## config.mk

```make
export PLATFORM = sky130hd
export DESIGN_NAME = decode_stage
export DESIGN_NICKNAME = d
export VERILOG_FILES = /design/src/rtl/rv_core_pkg.sv /design/src/rtl/decode_stage.sv /design/src/rtl/reg_file.sv
export SDC_FILE = /design/constraint.sdc
export NUM_CORES = 2
export LEC_CHECK = 0
export BUFFER_PORTS_ARGS = -buffer_cell sky130_fd_sc_hd__buf_2
export CAP_MARGIN = 20
export CORE_MARGIN = 2
export CORE_UTILIZATION = 40
export CTS_CLUSTER_DIAMETER = 100
export DETAILED_ROUTE_END_ITERATION = 10
export SYNTH_ARGS = -nofsm -noshare
export SYNTH_HDL_FRONTEND = slang
export SYNTH_SLANG_ARGS = --single-unit
```

## constraint.sdc

```tcl
create_clock -name clk -period 1.7 [get_ports clk]
set_clock_uncertainty 0.2 [all_clocks]
set_input_delay 0.085 -clock clk [delete_from_list [all_inputs] [get_ports clk]]
set_output_delay 0.085 -clock clk [all_outputs]
set_load 0.01 [all_outputs]
```

## src/rtl/rv_core_pkg.sv

```systemverilog
// ==================================================
// shared types, opcodes and stage-register structs
// of the rv32i core, imported by every rtl module
// ==================================================
`default_nettype none

package rv_core_pkg;

    typedef logic [31:0] xlen_t;      // data or address word
    typedef logic [4:0]  reg_addr_t;  // register index
    typedef logic [31:0] instr_t;
    typedef logic [6:0]  opcode_t;

    localparam instr_t NOP_INSTR = 32'h0000_0013;  // addi x0, x0, 0

    // major opcodes of the supported subset
    localparam opcode_t OP_LUI    = 7'b0110111;
    localparam opcode_t OP_AUIPC  = 7'b0010111;
    localparam opcode_t OP_JAL    = 7'b1101111;
    localparam opcode_t OP_JALR   = 7'b1100111;
    localparam opcode_t OP_BRANCH = 7'b1100011;
    localparam opcode_t OP_LOAD   = 7'b0000011;
    localparam opcode_t OP_STORE  = 7'b0100011;
    localparam opcode_t OP_IMM    = 7'b0010011;
    localparam opcode_t OP_REG    = 7'b0110011;
    localparam opcode_t OP_SYSTEM = 7'b1110011;

    typedef enum logic [3:0] {
        ALU_ADD, ALU_SUB, ALU_AND, ALU_OR, ALU_XOR, ALU_SLL,
        ALU_SRL, ALU_SRA, ALU_SLT, ALU_SLTU, ALU_PASS_B
    } alu_op_e;  // add must stay 0 so a cleared ctrl is harmless

    typedef enum logic [1:0] {WB_ALU, WB_MEM, WB_PC4} wb_sel_e;
    typedef enum logic [2:0] {BR_NONE, BR_EQ, BR_NE, BR_LT, BR_GE} br_cond_e;
    typedef enum logic [1:0] {FWD_NONE, FWD_MEM, FWD_WB} fwd_sel_e;

    // program load port of the instruction memory
    typedef struct packed {
        logic   valid;
        xlen_t  addr;   // word index
        instr_t data;
    } imem_wr_t;

    typedef struct packed {
        alu_op_e  alu_op;
        logic     use_imm;  // operand b is the immediate
        logic     a_is_pc;  // operand a is the pc
        br_cond_e br_cond;
        logic     jump;
        logic     jalr;     // target from alu result
        logic     mem_wr;
        wb_sel_e  wb_sel;
        logic     rf_wr;
        logic     halt;
    } ctrl_t;

    typedef struct packed {instr_t instr; xlen_t pc;} if_id_t;

    typedef struct packed {
        ctrl_t     ctrl;
        xlen_t     rs1_data, rs2_data, imm, pc;
        reg_addr_t rd, rs1, rs2;
    } id_ex_t;

    typedef struct packed {
        xlen_t     alu_result, store_data, pc_plus_4;
        reg_addr_t rd;
        logic      mem_wr;
        wb_sel_e   wb_sel;
        logic      rf_wr, halt;
    } ex_mem_t;

    typedef struct packed {
        xlen_t     alu_result, mem_data, pc_plus_4;
        reg_addr_t rd;
        wb_sel_e   wb_sel;
        logic      rf_wr, halt;
    } mem_wb_t;

    typedef struct packed {logic valid; xlen_t addr; xlen_t data;} store_obs_t;

endpackage

`default_nettype wire
```

## src/rtl/decode_stage.sv

```systemverilog
// ==================================================
// decode stage: control decode, immediates, register
// read with writeback bypass and the id/ex register
// ==================================================
`default_nettype none

module decode_stage (
    input  logic                   clk,
    input  logic                   rst_n,
    input  rv_core_pkg::if_id_t    if_id,
    input  logic                   flush,
    input  logic                   advance,
    input  logic                   rf_bypass_a,
    input  logic                   rf_bypass_b,
    input  rv_core_pkg::mem_wb_t   mem_wb,
    input  rv_core_pkg::xlen_t     wb_data,
    output rv_core_pkg::reg_addr_t rs1,
    output rv_core_pkg::reg_addr_t rs2,
    output rv_core_pkg::id_ex_t    id_ex
);
    import rv_core_pkg::*;

    instr_t    instr;
    opcode_t   opcode;
    logic [2:0] funct3;
    logic      alt;          // instr[30], sub / sra select
    reg_addr_t rd;
    xlen_t     imm_i, imm_s, imm_b, imm_u, imm_j, imm;
    xlen_t     rf_rs1, rf_rs2, rs1_data, rs2_data;
    ctrl_t     ctrl;

    function automatic alu_op_e alu_fn(input logic [2:0] f3, input logic sel_alt);
        case (f3)
            3'b000:  return sel_alt ? ALU_SUB : ALU_ADD;
            3'b001:  return ALU_SLL;
            3'b010:  return ALU_SLT;
            3'b011:  return ALU_SLTU;
            3'b100:  return ALU_XOR;
            3'b101:  return sel_alt ? ALU_SRA : ALU_SRL;
            3'b110:  return ALU_OR;
            default: return ALU_AND;
        endcase
    endfunction

    assign instr  = if_id.instr;
    assign opcode = instr[6:0];
    assign funct3 = instr[14:12];
    assign alt    = instr[30];
    assign rd     = instr[11:7];
    assign rs1    = instr[19:15];
    assign rs2    = instr[24:20];

    // immediate formats
    assign imm_i = {{20{instr[31]}}, instr[31:20]};
    assign imm_s = {{20{instr[31]}}, instr[31:25], instr[11:7]};
    assign imm_b = {{19{instr[31]}}, instr[31], instr[7], instr[30:25], instr[11:8], 1'b0};
    assign imm_u = {instr[31:12], 12'b0};
    assign imm_j = {{11{instr[31]}}, instr[31], instr[19:12], instr[20], instr[30:21], 1'b0};

    always_comb begin
        ctrl = '0;       // unknown opcodes decode to a bubble
        imm  = imm_i;
        case (opcode)
            OP_LUI: begin
                ctrl.alu_op  = ALU_PASS_B;
                ctrl.use_imm = 1'b1;
                ctrl.rf_wr   = 1'b1;
                imm          = imm_u;
            end
            OP_AUIPC, OP_JAL: begin
                ctrl.a_is_pc = 1'b1;   // pc + imm
                ctrl.use_imm = 1'b1;
                ctrl.rf_wr   = 1'b1;
                ctrl.jump    = (opcode == OP_JAL);
                ctrl.wb_sel  = (opcode == OP_JAL) ? WB_PC4 : WB_ALU;
                imm          = (opcode == OP_JAL) ? imm_j : imm_u;
            end
            OP_JALR: begin
                ctrl.use_imm = 1'b1;
                ctrl.jump    = 1'b1;
                ctrl.jalr    = 1'b1;
                ctrl.wb_sel  = WB_PC4;  // link value
                ctrl.rf_wr   = 1'b1;
            end
            OP_BRANCH: begin
                ctrl.alu_op = ALU_SUB;  // flags from rs1 - rs2
                imm         = imm_b;
                case (funct3)
                    3'b000:  ctrl.br_cond = BR_EQ;
                    3'b001:  ctrl.br_cond = BR_NE;
                    3'b100:  ctrl.br_cond = BR_LT;
                    3'b101:  ctrl.br_cond = BR_GE;
                    default: ctrl.br_cond = BR_NONE;
                endcase
            end
            OP_LOAD: begin
                ctrl.use_imm = 1'b1;
                ctrl.wb_sel  = WB_MEM;
                ctrl.rf_wr   = 1'b1;
            end
            OP_STORE: begin
                ctrl.use_imm = 1'b1;
                ctrl.mem_wr  = 1'b1;
                imm          = imm_s;
            end
            OP_IMM: begin
                ctrl.alu_op  = alu_fn(funct3, alt && (funct3 == 3'b101));  // no subi
                ctrl.use_imm = 1'b1;
                ctrl.rf_wr   = 1'b1;
            end
            OP_REG: begin
                ctrl.alu_op = alu_fn(funct3, alt);
                ctrl.rf_wr  = 1'b1;
            end
            OP_SYSTEM: ctrl.halt = (instr[31:20] == 12'h001);  // ebreak
            default: ctrl = '0;
        endcase
    end

    reg_file u_reg_file (
        .clk      (clk),
        .rst_n    (rst_n),
        .rs1      (rs1),
        .rs2      (rs2),
        .rs1_data (rf_rs1),
        .rs2_data (rf_rs2),
        .wr_en    (mem_wb.rf_wr),
        .rd       (mem_wb.rd),
        .rd_data  (wb_data)
    );

    // same-cycle writeback wins over the stale array value
    assign rs1_data = rf_bypass_a ? wb_data : rf_rs1;
    assign rs2_data = rf_bypass_b ? wb_data : rf_rs2;

    always_ff @(posedge clk or negedge rst_n) begin
        if (!rst_n) begin
            id_ex <= '0;
        end else if (flush) begin
            id_ex <= '0;    // second bubble of a redirect
        end else if (advance) begin
            id_ex <= '{ctrl: ctrl, rs1_data: rs1_data, rs2_data: rs2_data, imm: imm,
                       pc: if_id.pc, rd: rd, rs1: rs1, rs2: rs2};
        end
    end

    // execute must never see a jump that is also a conditional branch
    a_jump_xor_branch: assert property (@(posedge clk) disable iff (!rst_n)
        !(id_ex.ctrl.jump && (id_ex.ctrl.br_cond != BR_NONE)));

endmodule

`default_nettype wire

```

## src/rtl/reg_file.sv

```systemverilog
// ==================================================
// 32 x 32 register file, x0 reads as zero
// ==================================================
`default_nettype none

module reg_file (
    input  logic                   clk,
    input  logic                   rst_n,
    input  rv_core_pkg::reg_addr_t rs1,
    input  rv_core_pkg::reg_addr_t rs2,
    output rv_core_pkg::xlen_t     rs1_data,
    output rv_core_pkg::xlen_t     rs2_data,
    input  logic                   wr_en,
    input  rv_core_pkg::reg_addr_t rd,
    input  rv_core_pkg::xlen_t     rd_data
);
    import rv_core_pkg::*;

    xlen_t regs [1:31];  // x0 has no storage

    always_ff @(posedge clk or negedge rst_n) begin
        if (!rst_n) begin
            for (int i = 1; i < 32; i++) begin
                regs[i] <= '0;
            end
        end else if (wr_en && (rd != '0)) begin
            regs[rd] <= rd_data;
        end
    end

    assign rs1_data = (rs1 == '0) ? '0 : regs[rs1];  // asynchronous reads
    assign rs2_data = (rs2 == '0) ? '0 : regs[rs2];

endmodule

`default_nettype wire

```

==> flow_metrics.env <==
export IMPL_cellLeakagePower_nw=35.30
export IMPL_postSynthNetCount=5101
export IMPL_crit_path_start_kind="input pin"
export IMPL_drt_drc_violations_left=0
export IMPL_die_outline_area_um2=151700
export IMPL_mapped_area_um2=59460
export IMPL_power_switching_mw=24.07
export IMPL_drive_above_1_share=0.4349
export IMPL_grt_overflow_total=0
export IMPL_post_route_period_util=1.075
export IMPL_die_h_um=389.5
export IMPL_tritoncts_num_buffers=131
export IMPL_internal_power_mw=60.73
export IMPL_drt_pass1_iterations=6
export IMPL_maximum_operating_frequency_ghz=0.5474
export IMPL_synthCells=4894
export IMPL_fillCellCount=12250
export IMPL_floorplan_rows=141
export IMPL_synth_edff_count=0
export IMPL_instances_no_fill=7933
export IMPL_drv_slew=0
export IMPL_async_flop_share=1.000
export IMPL_drtIter0Drc=4853
export IMPL_clkPwrFrac=0.357
export IMPL_yosys_most_used_dff="sky130_fd_sc_hd__dfrtp_1"
export IMPL_grt_first_pass_wirelength_um=342000
export IMPL_routed_wl_um=238300
export IMPL_r2r_start="u_reg_file.regs[538]$_DFFE_PN0P_"
export IMPL_cpLargestDelayFamily="buffers and inverters"
export IMPL_seqPwrFrac=0.425
export IMPL_postSynthAreaPerCell_um2=12.15
export IMPL_sw_frac_of_total=0.2838
export IMPL_antenna_violations_before_repair=16
export IMPL_dieWidth_um=389.5
export IMPL_rrSetupSlack_ps=-90
export IMPL_worst_endpoint_arrival_ps=2290
export IMPL_io_pins=376
export IMPL_cts_reportedPaths_clkPinSlew_ps=60
export IMPL_gp_routability_congestion=0.9165
export IMPL_worst_path_largest_cell_delay_ps=750
export IMPL_hp_start="mem_wb[4]"
export IMPL_finalSetupTns_ps=-2307
export IMPL_area_growth_syn_to_layout_pct=32.58
export IMPL_min_delay_path_class="in2reg"
export IMPL_ys_seq_area_frac=0.4840
export IMPL_cts_root_to_sink_buffers=3
export IMPL_combinational_share_of_power=0.217
export IMPL_power_per_cell_area_nw_per_um2=1076
export IMPL_setup_viol=70
export IMPL_tritoncts="built"
export IMPL_antenna_violating_nets_post_route=0
export IMPL_place_hpwl_um=155900
export IMPL_critical_path_n_buffers_inverters=3
export IMPL_detailroute_via_count=49120
export IMPL_post_route_worst_setup_slack_ps=-126.8
export IMPL_min_to="u_reg_file.regs[97]$_DFFE_PN0P_"
export IMPL_grt_usage=0.3070
export IMPL_critical_path_peak_fanout=12
export IMPL_clkLatencyLatePin_ps=790
export IMPL_maxSlewHeadroom=0.4196
export IMPL_seq_area_um2=28820
export IMPL_cp_end_kind="flop"
export IMPL_timing_worst_slew_pin_value_ps=867.7
export IMPL_max_cap_violations=0
export IMPL_placed_cells=7306
export IMPL_vias_in_the_first_global_route=49100
export IMPL_yosys_warnings=0
export IMPL_report_final_hold_viol_count=82
export IMPL_cts_htree_levels=4
export IMPL_critPathSlowestCell="sky130_fd_sc_hd__dlygate4sd3_1"
export IMPL_worstHoldPathCells=5
export IMPL_timing_critical_path_cells="buf_2 > or3b_4 > nor2_4 > buf_12 > dlygate4sd3_1 > mux2_2"
export IMPL_violations="negative hold slack, negative setup slack"
export IMPL_clk_root_buffer_cell="sky130_fd_sc_hd__clkbuf_16"
export IMPL_cts_sinks=1150
export IMPL_worst_r2r_path_depth=6
export IMPL_final_period_minus_worst_setup_slack_ps=1827
export IMPL_via_per_inst=6.192
export IMPL_buffers_added_on_ports=276
export IMPL_synth_seq_cells=1150
export IMPL_critPathKind="in2reg"
export IMPL_initial_core_util=0.4027
export IMPL_finish_utilization=0.5338
export IMPL_multiInputGateArea_um2=29390
export IMPL_finalHoldWorstSlack_ps=-156.3
export IMPL_run_status="complete, but fails checks"
export IMPL_pin_count_of_the_biggest_net_entering_global_routing=86
export IMPL_yosysUniqueCellTypes=67
export IMPL_vdd_ir_drop_max_v=0.0008944
export IMPL_core_um2=147700
export IMPL_crit_required_ps=2160
export IMPL_grt_setup_unrepaired="true"
export IMPL_fin_nets=6107
export IMPL_avgRoutedWirePerCell_um=30.04
export IMPL_rr_endpoint="id_ex[105]$_DFFE_PN0P_"
[logic make-up after synthesis]
kind of cell / Yosys count / share of synthesized area
multiplexers: 1327 / 0.3021
buffers and inverters: 519 / 0.04129
AO/OA/AOI/OAI: 1060 / 0.1142
flip-flops: 1150 / 0.4840
AND/OR/NAND/NOR: 837 / 0.05825
XOR/XNOR: 1 / 0.0001473
[power by group through the flow]
stage	logic, mW	clock network, mW	registers [mW]
after floorplan	10.5	0	35.0
after global placement	15.9	0	36.1
after detailed placement	16.3	0	36.2
after CTS	17.7	30.5	35.8
after global routing	19.7	31.7	36.5
final	18.4	30.3	36.1
[cell type report]
cell class,count,share of cell area
antenna,4,0.0001270
clock buffer,192,0.04963
clock inverter,40,0.007936
inverter,36,0.001730
multi-input combinational,3225,0.3729
sequential,1150,0.3656
tap,1930,0.03063
timing repair buffer,1356,0.1715
[timing repair]
action / in CTS / in global routing
cloned: 0 / 1
setup buffers: 27 / 22
setup endpoints to repair: 103 / 198
gates resized for setup: 203 / 101
pin swaps: 80 / 49
hold buffers: 321 / 43
hold endpoints to repair: 2300 / 166
[flip-flops by register name, indices dropped and copies added, names as in the netlist]
signal,count
id_ex,158
u_reg_file.regs,992
[cell usage after synthesis (all sizes together) (3+ instances only)]
master | number | share of area
mux2i | 209 | 0.035
mux2 | 827 | 0.16
nand4 | 3 | 0.00032
a31oi | 19 | 0.0021
mux4 | 291 | 0.11
or2 | 3 | 0.00032
inv | 35 | 0.0022
o31ai | 27 | 0.0034
nand2 | 588 | 0.037
or3 | 6 | 0.00072
a32o | 18 | 0.0030
clkbuf | 273 | 0.017
nor3 | 12 | 0.0013
a311oi | 15 | 0.0022
nor4 | 4 | 0.00042
nand3 | 38 | 0.0032
o2111a | 25 | 0.0047
o311ai | 14 | 0.0021
a211o | 6 | 0.00088
a221o | 18 | 0.0030
a221oi | 17 | 0.0025
nor3b | 6 | 0.00093
nor2 | 128 | 0.0081
a21boi | 25 | 0.0032
a32oi | 16 | 0.0024
o21ai | 463 | 0.039
nor2b | 24 | 0.0025
nand2b | 7 | 0.00074
a22o | 17 | 0.0025
o22ai | 96 | 0.010
dfrtp | 1150 | 0.48
a21oi | 72 | 0.0061
o2bb2ai | 5 | 0.00074
buf | 210 | 0.022
nand3b | 6 | 0.00076
o211ai | 51 | 0.0064
and3b | 3 | 0.00044
a22oi | 114 | 0.014
a211oi | 34 | 0.0043
and3 | 4 | 0.00042
[layer usage]
| layer | vias to the layer above | track usage | wire, um |
|---|---|---|---|
| met1 | 25280 | 0.4048 | 93510 |
| met2 | 2836 | 0.4734 | 107300 |
| met5 | - | 0 | 92 |
| met4 | 14 | 0.1491 | 12770 |
| met3 | 728 | 0.07685 | 24650 |
| li1 | 20270 | - | - |
[cells in the final DEF, fill, tap and decap left out, types with 19 or more instances in the layout]
master and instances:
sky130_fd_sc_hd__buf_6 54, sky130_fd_sc_hd__dlygate4sd3_1 332, sky130_fd_sc_hd__mux4_2 291, sky130_fd_sc_hd__nor2_1 97
sky130_fd_sc_hd__nand2_2 28, sky130_fd_sc_hd__o21ai_0 436, sky130_fd_sc_hd__dfrtp_1 1118, sky130_fd_sc_hd__nand2_1 555
sky130_fd_sc_hd__clkbuf_16 136, sky130_fd_sc_hd__a22oi_1 81, sky130_fd_sc_hd__o2111a_1 25, sky130_fd_sc_hd__nand3_1 32
sky130_fd_sc_hd__buf_12 220, sky130_fd_sc_hd__a22oi_2 33, sky130_fd_sc_hd__inv_1 34, sky130_fd_sc_hd__o211ai_1 51
sky130_fd_sc_hd__buf_2 231, sky130_fd_sc_hd__a211oi_1 23, sky130_fd_sc_hd__nor2_4 19, sky130_fd_sc_hd__dfrtp_2 32
sky130_fd_sc_hd__mux2_2 824, sky130_fd_sc_hd__buf_4 503, sky130_fd_sc_hd__o22ai_1 80, sky130_fd_sc_hd__a21oi_1 60
sky130_fd_sc_hd__mux2i_1 208, sky130_fd_sc_hd__clkbuf_8 32, sky130_fd_sc_hd__clkbuf_1 25
[worst min-delay path: stages]
cell and delay (ps):
sky130_fd_sc_hd__buf_2 100, sky130_fd_sc_hd__or3b_4 210, sky130_fd_sc_hd__nor2_4 70, sky130_fd_sc_hd__buf_4 130, sky130_fd_sc_hd__mux2_2 210
[worst max-delay path by stage]
stage,start,endpoint,slack (ps),cells past startpoint
final,mem_wb[5],u_reg_file.regs[618]$_DFFE_PN0P_,-130,6
after global routing,u_reg_file.regs[529]$_DFFE_PN0P_,id_ex[128]$_DFFE_PN0P_,-140,5
after CTS,if_id[53],id_ex[91]$_DFFE_PN0P_,-100,10
after detailed placement,if_id[47],id_ex[132]$_DFFE_PN0P_,-500,7
after global placement,if_id[47],id_ex[123]$_DFFE_PN0P_,-490,6
after floorplan,if_id[47],id_ex[134]$_DFFE_PN0P_,-70,8
[metrics by stage]
stage               power, mW  setup WS [ps]  area (um^2)
finish                  84.80         -126.8        78830
global route            87.94         -144.9        78820
CTS                     84.00         -98.37        77910
detailed placement      52.48         -503.0        69160
global placement        51.94         -485.5        69160
floorplan               45.43         -71.32        59770
(Power assumes the default switching activity.)
