File: src/rtl/rv_core_pkg.sv
// ==================================================
// shared types, opcodes and stage-register structs
// of the rv32i core, imported by every rtl module
// ==================================================
`default_nettype none

package rv_core_pkg;

    typedef logic [31:0] xlen_t;      // data or address word
    typedef logic [4:0]  reg_addr_t;  // register index
    typedef logic [31:0] instr_t;
    typedef logic [6:0]  opcode_t;

    localparam instr_t NOP_INSTR = 32'h0000_0013;  // addi x0, x0, 0

    // major opcodes of the supported subset
    localparam opcode_t OP_LUI    = 7'b0110111;
    localparam opcode_t OP_AUIPC  = 7'b0010111;
    localparam opcode_t OP_JAL    = 7'b1101111;
    localparam opcode_t OP_JALR   = 7'b1100111;
    localparam opcode_t OP_BRANCH = 7'b1100011;
    localparam opcode_t OP_LOAD   = 7'b0000011;
    localparam opcode_t OP_STORE  = 7'b0100011;
    localparam opcode_t OP_IMM    = 7'b0010011;
    localparam opcode_t OP_REG    = 7'b0110011;
    localparam opcode_t OP_SYSTEM = 7'b1110011;

    typedef enum logic [3:0] {
        ALU_ADD, ALU_SUB, ALU_AND, ALU_OR, ALU_XOR, ALU_SLL,
        ALU_SRL, ALU_SRA, ALU_SLT, ALU_SLTU, ALU_PASS_B
    } alu_op_e;  // add must stay 0 so a cleared ctrl is harmless

    typedef enum logic [1:0] {WB_ALU, WB_MEM, WB_PC4} wb_sel_e;
    typedef enum logic [2:0] {BR_NONE, BR_EQ, BR_NE, BR_LT, BR_GE} br_cond_e;
    typedef enum logic [1:0] {FWD_NONE, FWD_MEM, FWD_WB} fwd_sel_e;

    // program load port of the instruction memory
    typedef struct packed {
        logic   valid;
        xlen_t  addr;   // word index
        instr_t data;
    } imem_wr_t;

    typedef struct packed {
        alu_op_e  alu_op;
        logic     use_imm;  // operand b is the immediate
        logic     a_is_pc;  // operand a is the pc
        br_cond_e br_cond;
        logic     jump;
        logic     jalr;     // target from alu result
        logic     mem_wr;
        wb_sel_e  wb_sel;
        logic     rf_wr;
        logic     halt;
    } ctrl_t;

    typedef struct packed {instr_t instr; xlen_t pc;} if_id_t;

    typedef struct packed {
        ctrl_t     ctrl;
        xlen_t     rs1_data, rs2_data, imm, pc;
        reg_addr_t rd, rs1, rs2;
    } id_ex_t;

    typedef struct packed {
        xlen_t     alu_result, store_data, pc_plus_4;
        reg_addr_t rd;
        logic      mem_wr;
        wb_sel_e   wb_sel;
        logic      rf_wr, halt;
    } ex_mem_t;

    typedef struct packed {
        xlen_t     alu_result, mem_data, pc_plus_4;
        reg_addr_t rd;
        wb_sel_e   wb_sel;
        logic      rf_wr, halt;
    } mem_wb_t;

    typedef struct packed {logic valid; xlen_t addr; xlen_t data;} store_obs_t;

endpackage

`default_nettype wire
File: src/rtl/hazard_unit.sv
// ==================================================
// forwarding / bypass detection, flush and the
// stage-advance lines of the halt drain
// ==================================================
`default_nettype none

module hazard_unit (
    input  rv_core_pkg::reg_addr_t rs1_d,
    input  rv_core_pkg::reg_addr_t rs2_d,
    input  rv_core_pkg::id_ex_t    id_ex,
    input  rv_core_pkg::ex_mem_t   ex_mem,
    input  rv_core_pkg::mem_wb_t   mem_wb,
    input  logic                   redirect,
    output rv_core_pkg::fwd_sel_e  fwd_a,
    output rv_core_pkg::fwd_sel_e  fwd_b,
    output logic                   rf_bypass_a,
    output logic                   rf_bypass_b,
    output logic                   flush,
    output logic                   adv_fd,
    output logic                   adv_de,
    output logic                   adv_em,
    output logic                   adv_mw
);
    import rv_core_pkg::*;

    // producer writes a real register that the consumer reads
    function automatic logic hit(input logic wr, input reg_addr_t rd, input reg_addr_t rs);
        return wr && (rd != '0) && (rd == rs);
    endfunction

    // memory stage is younger so it wins
    assign fwd_a = hit(ex_mem.rf_wr, ex_mem.rd, id_ex.rs1) ? FWD_MEM :
                   hit(mem_wb.rf_wr, mem_wb.rd, id_ex.rs1) ? FWD_WB : FWD_NONE;
    assign fwd_b = hit(ex_mem.rf_wr, ex_mem.rd, id_ex.rs2) ? FWD_MEM :
                   hit(mem_wb.rf_wr, mem_wb.rd, id_ex.rs2) ? FWD_WB : FWD_NONE;

    assign rf_bypass_a = hit(mem_wb.rf_wr, mem_wb.rd, rs1_d);
    assign rf_bypass_b = hit(mem_wb.rf_wr, mem_wb.rd, rs2_d);

    assign flush = redirect;

    // ebreak freezes the front end, then each later register as it arrives
    assign adv_fd = !id_ex.ctrl.halt;
    assign adv_de = !id_ex.ctrl.halt;
    assign adv_em = !ex_mem.halt;
    assign adv_mw = !mem_wb.halt;

endmodule

`default_nettype wire

File: config.mk
export PLATFORM = sky130hd
export DESIGN_NAME = hazard_unit
export DESIGN_NICKNAME = d
export VERILOG_FILES = /design/src/rtl/rv_core_pkg.sv /design/src/rtl/hazard_unit.sv
export SDC_FILE = /design/constraint.sdc
export NUM_CORES = 1
export LEC_CHECK = 0
export ABC_AREA = 1
export BUFFER_PORTS_ARGS = -buffer_cell sky130_fd_sc_hd__buf_2
export CAP_MARGIN = 20
export CORE_AREA = 2 2 150 152
export DETAILED_ROUTE_END_ITERATION = 16
export DIE_AREA = 0 0 152 154
export GPL_ROUTABILITY_DRIVEN = 0
export PLACE_DENSITY_LB_ADDON = 0.15
export SYNTH_ARGS = -nofsm -noshare
export SYNTH_HDL_FRONTEND = slang
export SYNTH_SLANG_ARGS = --single-unit
File: constraint.sdc
create_clock -name vclk -period 0.9
set_input_delay 0.135 -clock vclk [all_inputs]
set_output_delay 0.135 -clock vclk [all_outputs]
set_load 0.005 [all_outputs]
==> results_dict.tcl, run 1 <==
set metrics [dict create \
    grt_pass1_wl_um 5264 \
    p_clk_share_pct 0 \
    worstSetupEndpointType "output port" \
    slowest_stage "o21ai_4" \
    portBuffers 45 \
    synth_area_per_cell_um2 5.169 \
    yosysTopAreaCell "nand2_1" \
    clkbuf_count 0 \
    leakagePower_nw 0.6683 \
    layout-drive-gt1-share_pct 72.44 \
    antenna_found_initial 0 \
    post-route-min-period_ns 1.093 \
    ys_seq_area_share_pct 0 \
    synth.most_common_cell "nand2_1" \
    grt_setup_unrepaired "true" \
    regArea_um2 0 \
    coreArea_um2 21690 \
    hold_viol 0 \
    synth_top_cell_area_share_pct 25.79 \
    hold_class "input port to output port" \
    violations "setup timing" \
    syn_to_final_growth_pct 194.6 \
    drt-total-wl_um 3455 \
    first_iter_violations 19 \
    drv_slew 0 \
    internal-power_uw 345.1 \
    power_frac_comb_pct 100.0 \
    fin_hold_ws_ns 0.2701 \
    fin_ws_ns -0.1933 \
    startpoint_type "input port" \
    synthCells 107 \
    layout.cells.non_filler 436 \
    p_seq_share_pct 0 \
    vias_per_cell 1.833 \
    netlist_area_um2 553.0 \
    worst_ep_arrival_time_ns 0.96 \
    required_ns 0.76 \
    initial_core_util_pct 2.550 \
    power_density_nw_per_um2 386.4 \
    num-fill-cells 2538 \
    die-area_um2 23410 \
    die_height_um 154 \
    yosysWarnings 0 \
    diodes 0 \
    drc_errors 0 \
    slew_headroom_pct 85.83 \
    wl_per_cell_um 7.924 \
    yosys-top-cells-area "nand2_1, xnor2_1, inv_1, nor2_1, buf_6" \
    grt-ovfl-total 0 \
    post-place-cells 435 \
    rows 54 \
    grt_pass1_vias 934 \
    synth_commonest_cells "nand2_1, xnor2_1, inv_1" \
    grtUsageTotal_pct 2.839 \
    peakVddDrop_v 0.0001273 \
    cts_hold_buf 0 \
    cp_cell_sequence "buf_8 -> nor2_4 -> nand3_2 -> o21ai_4 -> buf_6 -> nor2_4 -> nor2_2 -> buf_2" \
    p_sw_uw 284.3 \
    hpwl_um 3113 \
    antenna_left 0 \
    dp_slack_ns -0.4153 \
    setup_viol 6 \
    fmax_mhz 914.6 \
    grt_max_degree 6 \
    setup_tns_ns -0.9216 \
    fin_nets 539 \
    min_period_over_period_pct 121.5 \
    switching_share_pct 45.17 \
    syn-num-nets 488 \
    drv_cap 0 \
    cp_max_fo 4 \
    drtPass1Iterations 4 \
    die_x_um 152 \
    ys_types 15 \
    io_pins 392 \
    worstSetupPathType "input port to output port" \
    tightest_slew_ns 0.2118 \
    vias 799 \
    critPathMaxStageDelay_ns 0.17 \
    nFlopsAndLatches 0 \
    crit_top_cell "nor2_4" \
    outcome "complete, but fails checks" \
]
==> path summary, 6_finish.rpt <==
path | slack [ns] | endpoint | from | cells past startpoint
min | 0.27 | flush | redirect | 0
max | -0.19 | fwd_a[1] | ex_mem[6] | 8
==> cells by family (layout without fill, tap and decap cells) <==
group | count (synthesis) | after routing | synth area share (%)
AOI/OAI and AO/OA | 1 | 1 | 0.9041
xor gates and xnor gates | 18 | 18 | 28.51
buffers and inverters | 24 | 73 | 23.08
and+or+nand+nor | 64 | 64 | 47.51
==> cells in the final DEF (no fill, tap or decap), types with 2 or more instances in the layout <==
master    n
buf_12    3
buf_2    25
buf_4     4
buf_6    14
buf_8     9
inv_1     7
inv_2     5
inv_4     4
nand2_1  24
nand2_2  13
nand2_4   2
nand3_1   2
nand3_2   3
nand4_1   2
nor2_2    7
nor2_4    7
xnor2_1   4
xnor2_2  11
xor2_1    2
==> metrics by stage <==
| step | util, % | power, mW | area, um^2 |
|---|---|---|---|
| 6_report | 7.511 | 0.6294 | 1629 |
| 5_1_grt | 7.511 | 0.6907 | 1629 |
| 4_1_cts | 6.525 | 0.5208 | 1415 |
| 3_5_place_dp | 5.256 | 0.3835 | 1140 |
| 3_3_place_gp | 5.256 | 0.3904 | 1140 |
| 2_1_floorplan | - | 0.2086 | 553.0 |
==> what timing repair did <==
action / in CTS / in global routing
cloned: 0 / 0
endpoints found under the setup margin: 6 / 6
buffers inserted: 2 / 0
pin swaps: 30 / 31
gates resized for setup: 72 / 58
==> cell type report <==
cell class,count,area [um^2],share of cell area [%]
Inverter,17,81.33,4.992
Multi-Input combinational cell,83,681.9,41.86
Tap cell,280,350.3,21.51
Timing Repair Buffer,56,515.5,31.64
==> worst max-delay path, delay by kind of cell <==
| kind | cells | cell delay [ns] |
|---|---|---|
| AOI/OAI and AO/OA | 1 | 0.17 |
| buffers and inverters | 3 | 0.36 |
| and+or+nand+nor | 4 | 0.29 |
==> power by group through the flow <==
| stage | logic (mW) | registers (mW) | clock network [mW] |
|---|---|---|---|
| finish | 0.629 | 0 | 0 |
| global route | 0.691 | 0 | 0 |
| global placement | 0.390 | 0 | 0 |
| CTS | 0.521 | 0 | 0 |
| detailed placement | 0.384 | 0 | 0 |
| floorplan | 0.209 | 0 | 0 |
==> layer usage <==
layer  vias up  wire length [um]  track usage [%]
met5         -                 0                0
met4         0                 0                0
met3         0               194           0.4791
met2        31              1506            4.569
met1       353              1754            4.204
li1        415                 -                -
No activity file was read; power rests on OpenSTA's default activity.
==> run 2: changes to the inputs <==
- PLACE_DENSITY_LB_ADDON: 0.15 -> unset
==> run 2 against run 1 <==
  * The flow still finishes with violations (setup timing)
  * Final area is 2.9% lower
  * Critical path depth is 1 lower
  * Die area stayed put
  * Power is 5.8% lower
  * Clock-buffer cell count stayed put
  * Via count is 1.3% higher
  * Combinational power is 5.7% lower
  * Non-clock buffer count is 5 higher
  * Fmax is 1.5% lower
  * Global-route usage is 0.43 points lower
==> results_dict.tcl, run 2 (same netlist as run 1, synthesis figures left out) <==
set metrics [dict create \
    outcome "complete, but fails checks" \
    violations "setup timing" \
    grt_pass1_wl_um 4429 \
    critPathTopFamily "simple AND/OR/NAND/NOR gates" \
    wl_per_cell_um 6.946 \
    die-area_um2 23410 \
    grtUsageTotal_pct 2.405 \
    setup_viol 6 \
    p_clk_share_pct 0 \
    first_iter_violations 22 \
    nFlopsAndLatches 0 \
    hpwl_um 2567 \
    mostFrequentLayoutCells "buf_2, nand2_1, buf_6, nand2_2, xnor2_2" \
    tightest_slew_ns 0.1671 \
    p_sw_uw 261.0 \
    antenna_left 0 \
    antenna_found_initial 0 \
    drtPass1Iterations 4 \
    cts_hold_buf 0 \
    die_height_um 154 \
    fin_nets 544 \
    fin_hold_ws_ns 0.2703 \
    post-route-min-period_ns 1.110 \
    grt_max_degree 5 \
    layout-drive-gt1-share_pct 72.67 \
    peakVddDrop_v 0.0001946 \
    drv_slew 0 \
    critPathBufInv 2 \
    fin_ws_ns -0.2098 \
    internal-power_uw 332.0 \
    io_pins 392 \
    worstSetupPathType "input port to output port" \
    die_x_um 152 \
    power_frac_comb_pct 100.0 \
    vias 809 \
    startpoint_type "input port" \
    slew_headroom_pct 88.82 \
    rows 54 \
    portBuffers 45 \
    syn_to_final_growth_pct 186.0 \
    switching_share_pct 44.02 \
    cp_cell_sequence "buf_12 -> nor2_4 -> nand3_2 -> o21ai_4 -> nor2_2 -> nor2_2 -> buf_2" \
    vias_per_cell 1.834 \
    required_ns 0.76 \
    drt-total-wl_um 3063 \
    grt_pass1_vias 798 \
    worst_ep_arrival_time_ns 0.97 \
    cp_max_fo 4 \
    cts_setup_buffers 0 \
    power_density_nw_per_um2 375.0 \
    p_seq_share_pct 0 \
    grt-ovfl-total 0 \
    post-route-util_pct 7.292 \
    leakagePower_nw 0.6735 \
    p_total_uw 593.0 \
    dp_slack_ns -0.3944 \
    grt_setup_unrepaired "true" \
    drv_cap 0 \
    fmax_mhz 901.0 \
    slowest_stage "o21ai_4" \
    crit_top_cell "nor2_2" \
    min_period_over_period_pct 123.3 \
    diodes 0 \
    initial_core_util_pct 2.550 \
    hold_viol 0 \
    clkbuf_count 0 \
    coreArea_um2 21690 \
    hold_class "input port to output port" \
    regArea_um2 0 \
    worstSetupEndpointType "output port" \
    mostFrequentLayoutCell "buf_2" \
    drc_errors 0 \
    critPathMaxStageDelay_ns 0.18 \
]
[run 2: changes by cell type in the layout (fill, tap and decap cells not counted), moves of 4 or more]
cell / previous run / this run
buf_6: 14 / 18
nand2_2: 13 / 17
buf_4: 4 / 10
nor2_4: 7 / 3
buf_8: 9 / 4
nor2_1: 1 / 5
[run 2: final timing paths]
check,start,end,slack (ns),cells after the start
worst max-delay path,ex_mem[6],fwd_b[1],-0.21,7
worst min-delay path,redirect,flush,0.27,0
[run 2: per-stage QoR]
| step | TNS, ns | cells | area (um^2) |
|---|---|---|---|
| 6_report | -0.9116 | 441 | 1582 |
| 5_1_grt | -1.321 | 441 | 1582 |
| 4_1_cts | -1.134 | 441 | 1413 |
| 3_5_place_dp | -1.632 | 442 | 1205 |
| 3_3_place_gp | -1.857 | 442 | 1205 |
| 2_1_floorplan | 0 | 107 | 553.0 |
[run 2: repair_timing]
action | in CTS | in global routing
endpoints found under the setup margin | 6 | 6
endpoints found under the hold margin | 0 | 0
resized for setup | 53 | 52
pin swaps | 26 | 26
cloned | 0 | 0
[run 2: final cells by class]
type | count | area [um^2]
fillers | 2530 | 20110
repair buffers | 61 | 513.0
inverters | 17 | 71.32
well taps | 280 | 350.3
multi-input cells | 83 | 646.9
[run 2: power groups by stage]
stage	Clock, mW	Combinational (mW)	Sequential [mW]
floorplan	0	0.209	0
global placement	0	0.396	0
detailed placement	0	0.393	0
CTS	0	0.498	0
global route	0	0.648	0
finish	0	0.593	0
[run 2: per-layer routing]
| layer | global-route usage (%) | routed length [um] | up-vias |
|---|---|---|---|
| li1 | - | - | 418 |
| met1 | 3.782 | 1560 | 346 |
| met2 | 3.518 | 1247 | 45 |
| met3 | 0.5073 | 255 | 0 |
| met4 | 0 | 0 | 0 |
| met5 | 0 | 0 | - |
==> run 3: changes to the inputs <==
- CELL_PAD_IN_SITES_DETAIL_PLACEMENT: unset -> 1
- CELL_PAD_IN_SITES_GLOBAL_PLACEMENT: unset -> 1
- PLACE_DENSITY_LB_ADDON: unset -> 0.1
==> run 3 against run 2 <==
  * The flow still finishes with violations (setup timing)
  * Fmax up 3.4%
  * Non-clock buffer count fell by 4
  * Critical path depth up 2
  * Global-route usage up 0.58 points
  * First-iteration DRC count is 64% lower
  * Wire length grew 18%
  * Worst setup slack better by 0.036 ns
==> results_dict.tcl, run 3 (same netlist as run 1, synthesis figures left out) <==
set metrics [dict create \
    worst_ep_arrival_time_ns 0.94 \
    portBuffers 45 \
    hold_class "input port to output port" \
    min_period_over_period_pct 119.3 \
    die-area_um2 23410 \
    antenna_left 0 \
    grt_setup_unrepaired "true" \
    antenna_found_initial 0 \
    drt-total-wl_um 3621 \
    cp_max_fo 3 \
    mostFrequentLayoutCells "buf_2, nand2_1, buf_6, nand2_2" \
    wl_per_cell_um 8.286 \
    diodes 0 \
    first_iter_violations 8 \
    grt_pass1_wl_um 5409 \
    rows 54 \
    vias 789 \
    coreArea_um2 21690 \
    drv_cap 0 \
    fin_nets 540 \
    fin_ws_ns -0.1737 \
    post-route-min-period_ns 1.074 \
    grtUsageTotal_pct 2.981 \
    nFlopsAndLatches 0 \
    io_pins 392 \
    post-route-util_pct 7.171 \
    fmax_mhz 931.4 \
    layout-drive-gt1-share_pct 66.88 \
    startpoint_type "input port" \
    power_density_nw_per_um2 387.4 \
    leakagePower_nw 0.6333 \
    initial_core_util_pct 2.550 \
    setup_viol 6 \
    tightest_slew_ns 0.1851 \
    grt-ovfl-total 0 \
    outcome "complete, but fails checks" \
    slew_headroom_pct 87.57 \
    drc_errors 0 \
    die_height_um 154 \
    peakVddDrop_v 0.0001214 \
    fin_hold_ws_ns 0.2700 \
    drtPass1Iterations 2 \
    worstSetupPathType "input port to output port" \
    violations "setup timing" \
    clkbuf_count 0 \
    worstSetupEndpointType "output port" \
    mostFrequentLayoutCell "buf_2" \
    hpwl_um 3375 \
    dp_slack_ns -0.4307 \
    grt_pass1_vias 897 \
    grt_max_degree 7 \
    required_ns 0.76 \
    drv_slew 0 \
    hold_viol 0 \
    syn_to_final_growth_pct 181.2 \
    regArea_um2 0 \
    die_x_um 152 \
    vias_per_cell 1.805 \
]
## run 3: changes by cell type in the layout (fill, tap and decap cells not counted), sizes merged
cell | previous run | this run
buf | 61 | 57
## run 3: power breakdown
part           switching [mW]  internal, mW
sequential                  0             0
clock                       0             0
combinational           0.279         0.323
total                   0.279         0.323
## run 3: worst paths after layout
check	start	end	slack [ns]	depth (start not counted)
worst min-delay path	redirect	flush	0.27	0
worst max-delay path	ex_mem[5]	fwd_a[1]	-0.17	9
## run 3: final cells by class
type                            count  area [um^2]
Fill cell                        2588        20130
Multi-Input combinational cell     83        634.4
Timing Repair Buffer               57        501.7
Tap cell                          280        350.3
Inverter                           17        68.82
## run 3: per-stage QoR
stage / std cells / area (um^2) / setup TNS [ns] / total power [mW]
after global routing: 437 / 1555 / -1.304 / 0.6676
after detailed placement: 437 / 1167 / -1.900 / 0.4128
after global placement: 437 / 1167 / -2.189 / 0.4205
after floorplan: 107 / 553.0 / 0 / 0.2086
after CTS: 437 / 1371 / -1.120 / 0.5265
final: 437 / 1555 / -0.7642 / 0.6025
## run 3: worst max-delay path, cell delays in order
cell and delay, ns:
buf_8 0.10, buf_6 0.11, nand2_2 0.05, nand2_2 0.06
nor2_4 0.11, nand3_2 0.09, nor2_4 0.10, nor2_1 0.05
buf_2 0.12
## run 3: timing repair
item / in CTS / in global routing
hold buffers: 0 / 0
gates resized for setup: 59 / 49
endpoints found under the setup margin: 6 / 6
setup buffers: 1 / 1
pin swaps: 28 / 26
## run 3: layer usage
metal  share of wire, %  wire (um)  track usage (%)
met4                  0          0          0.04450
met3                4.6        167           0.4228
met2                 46       1653            5.105
met5                  0          0                0
met1                 50       1800            4.205
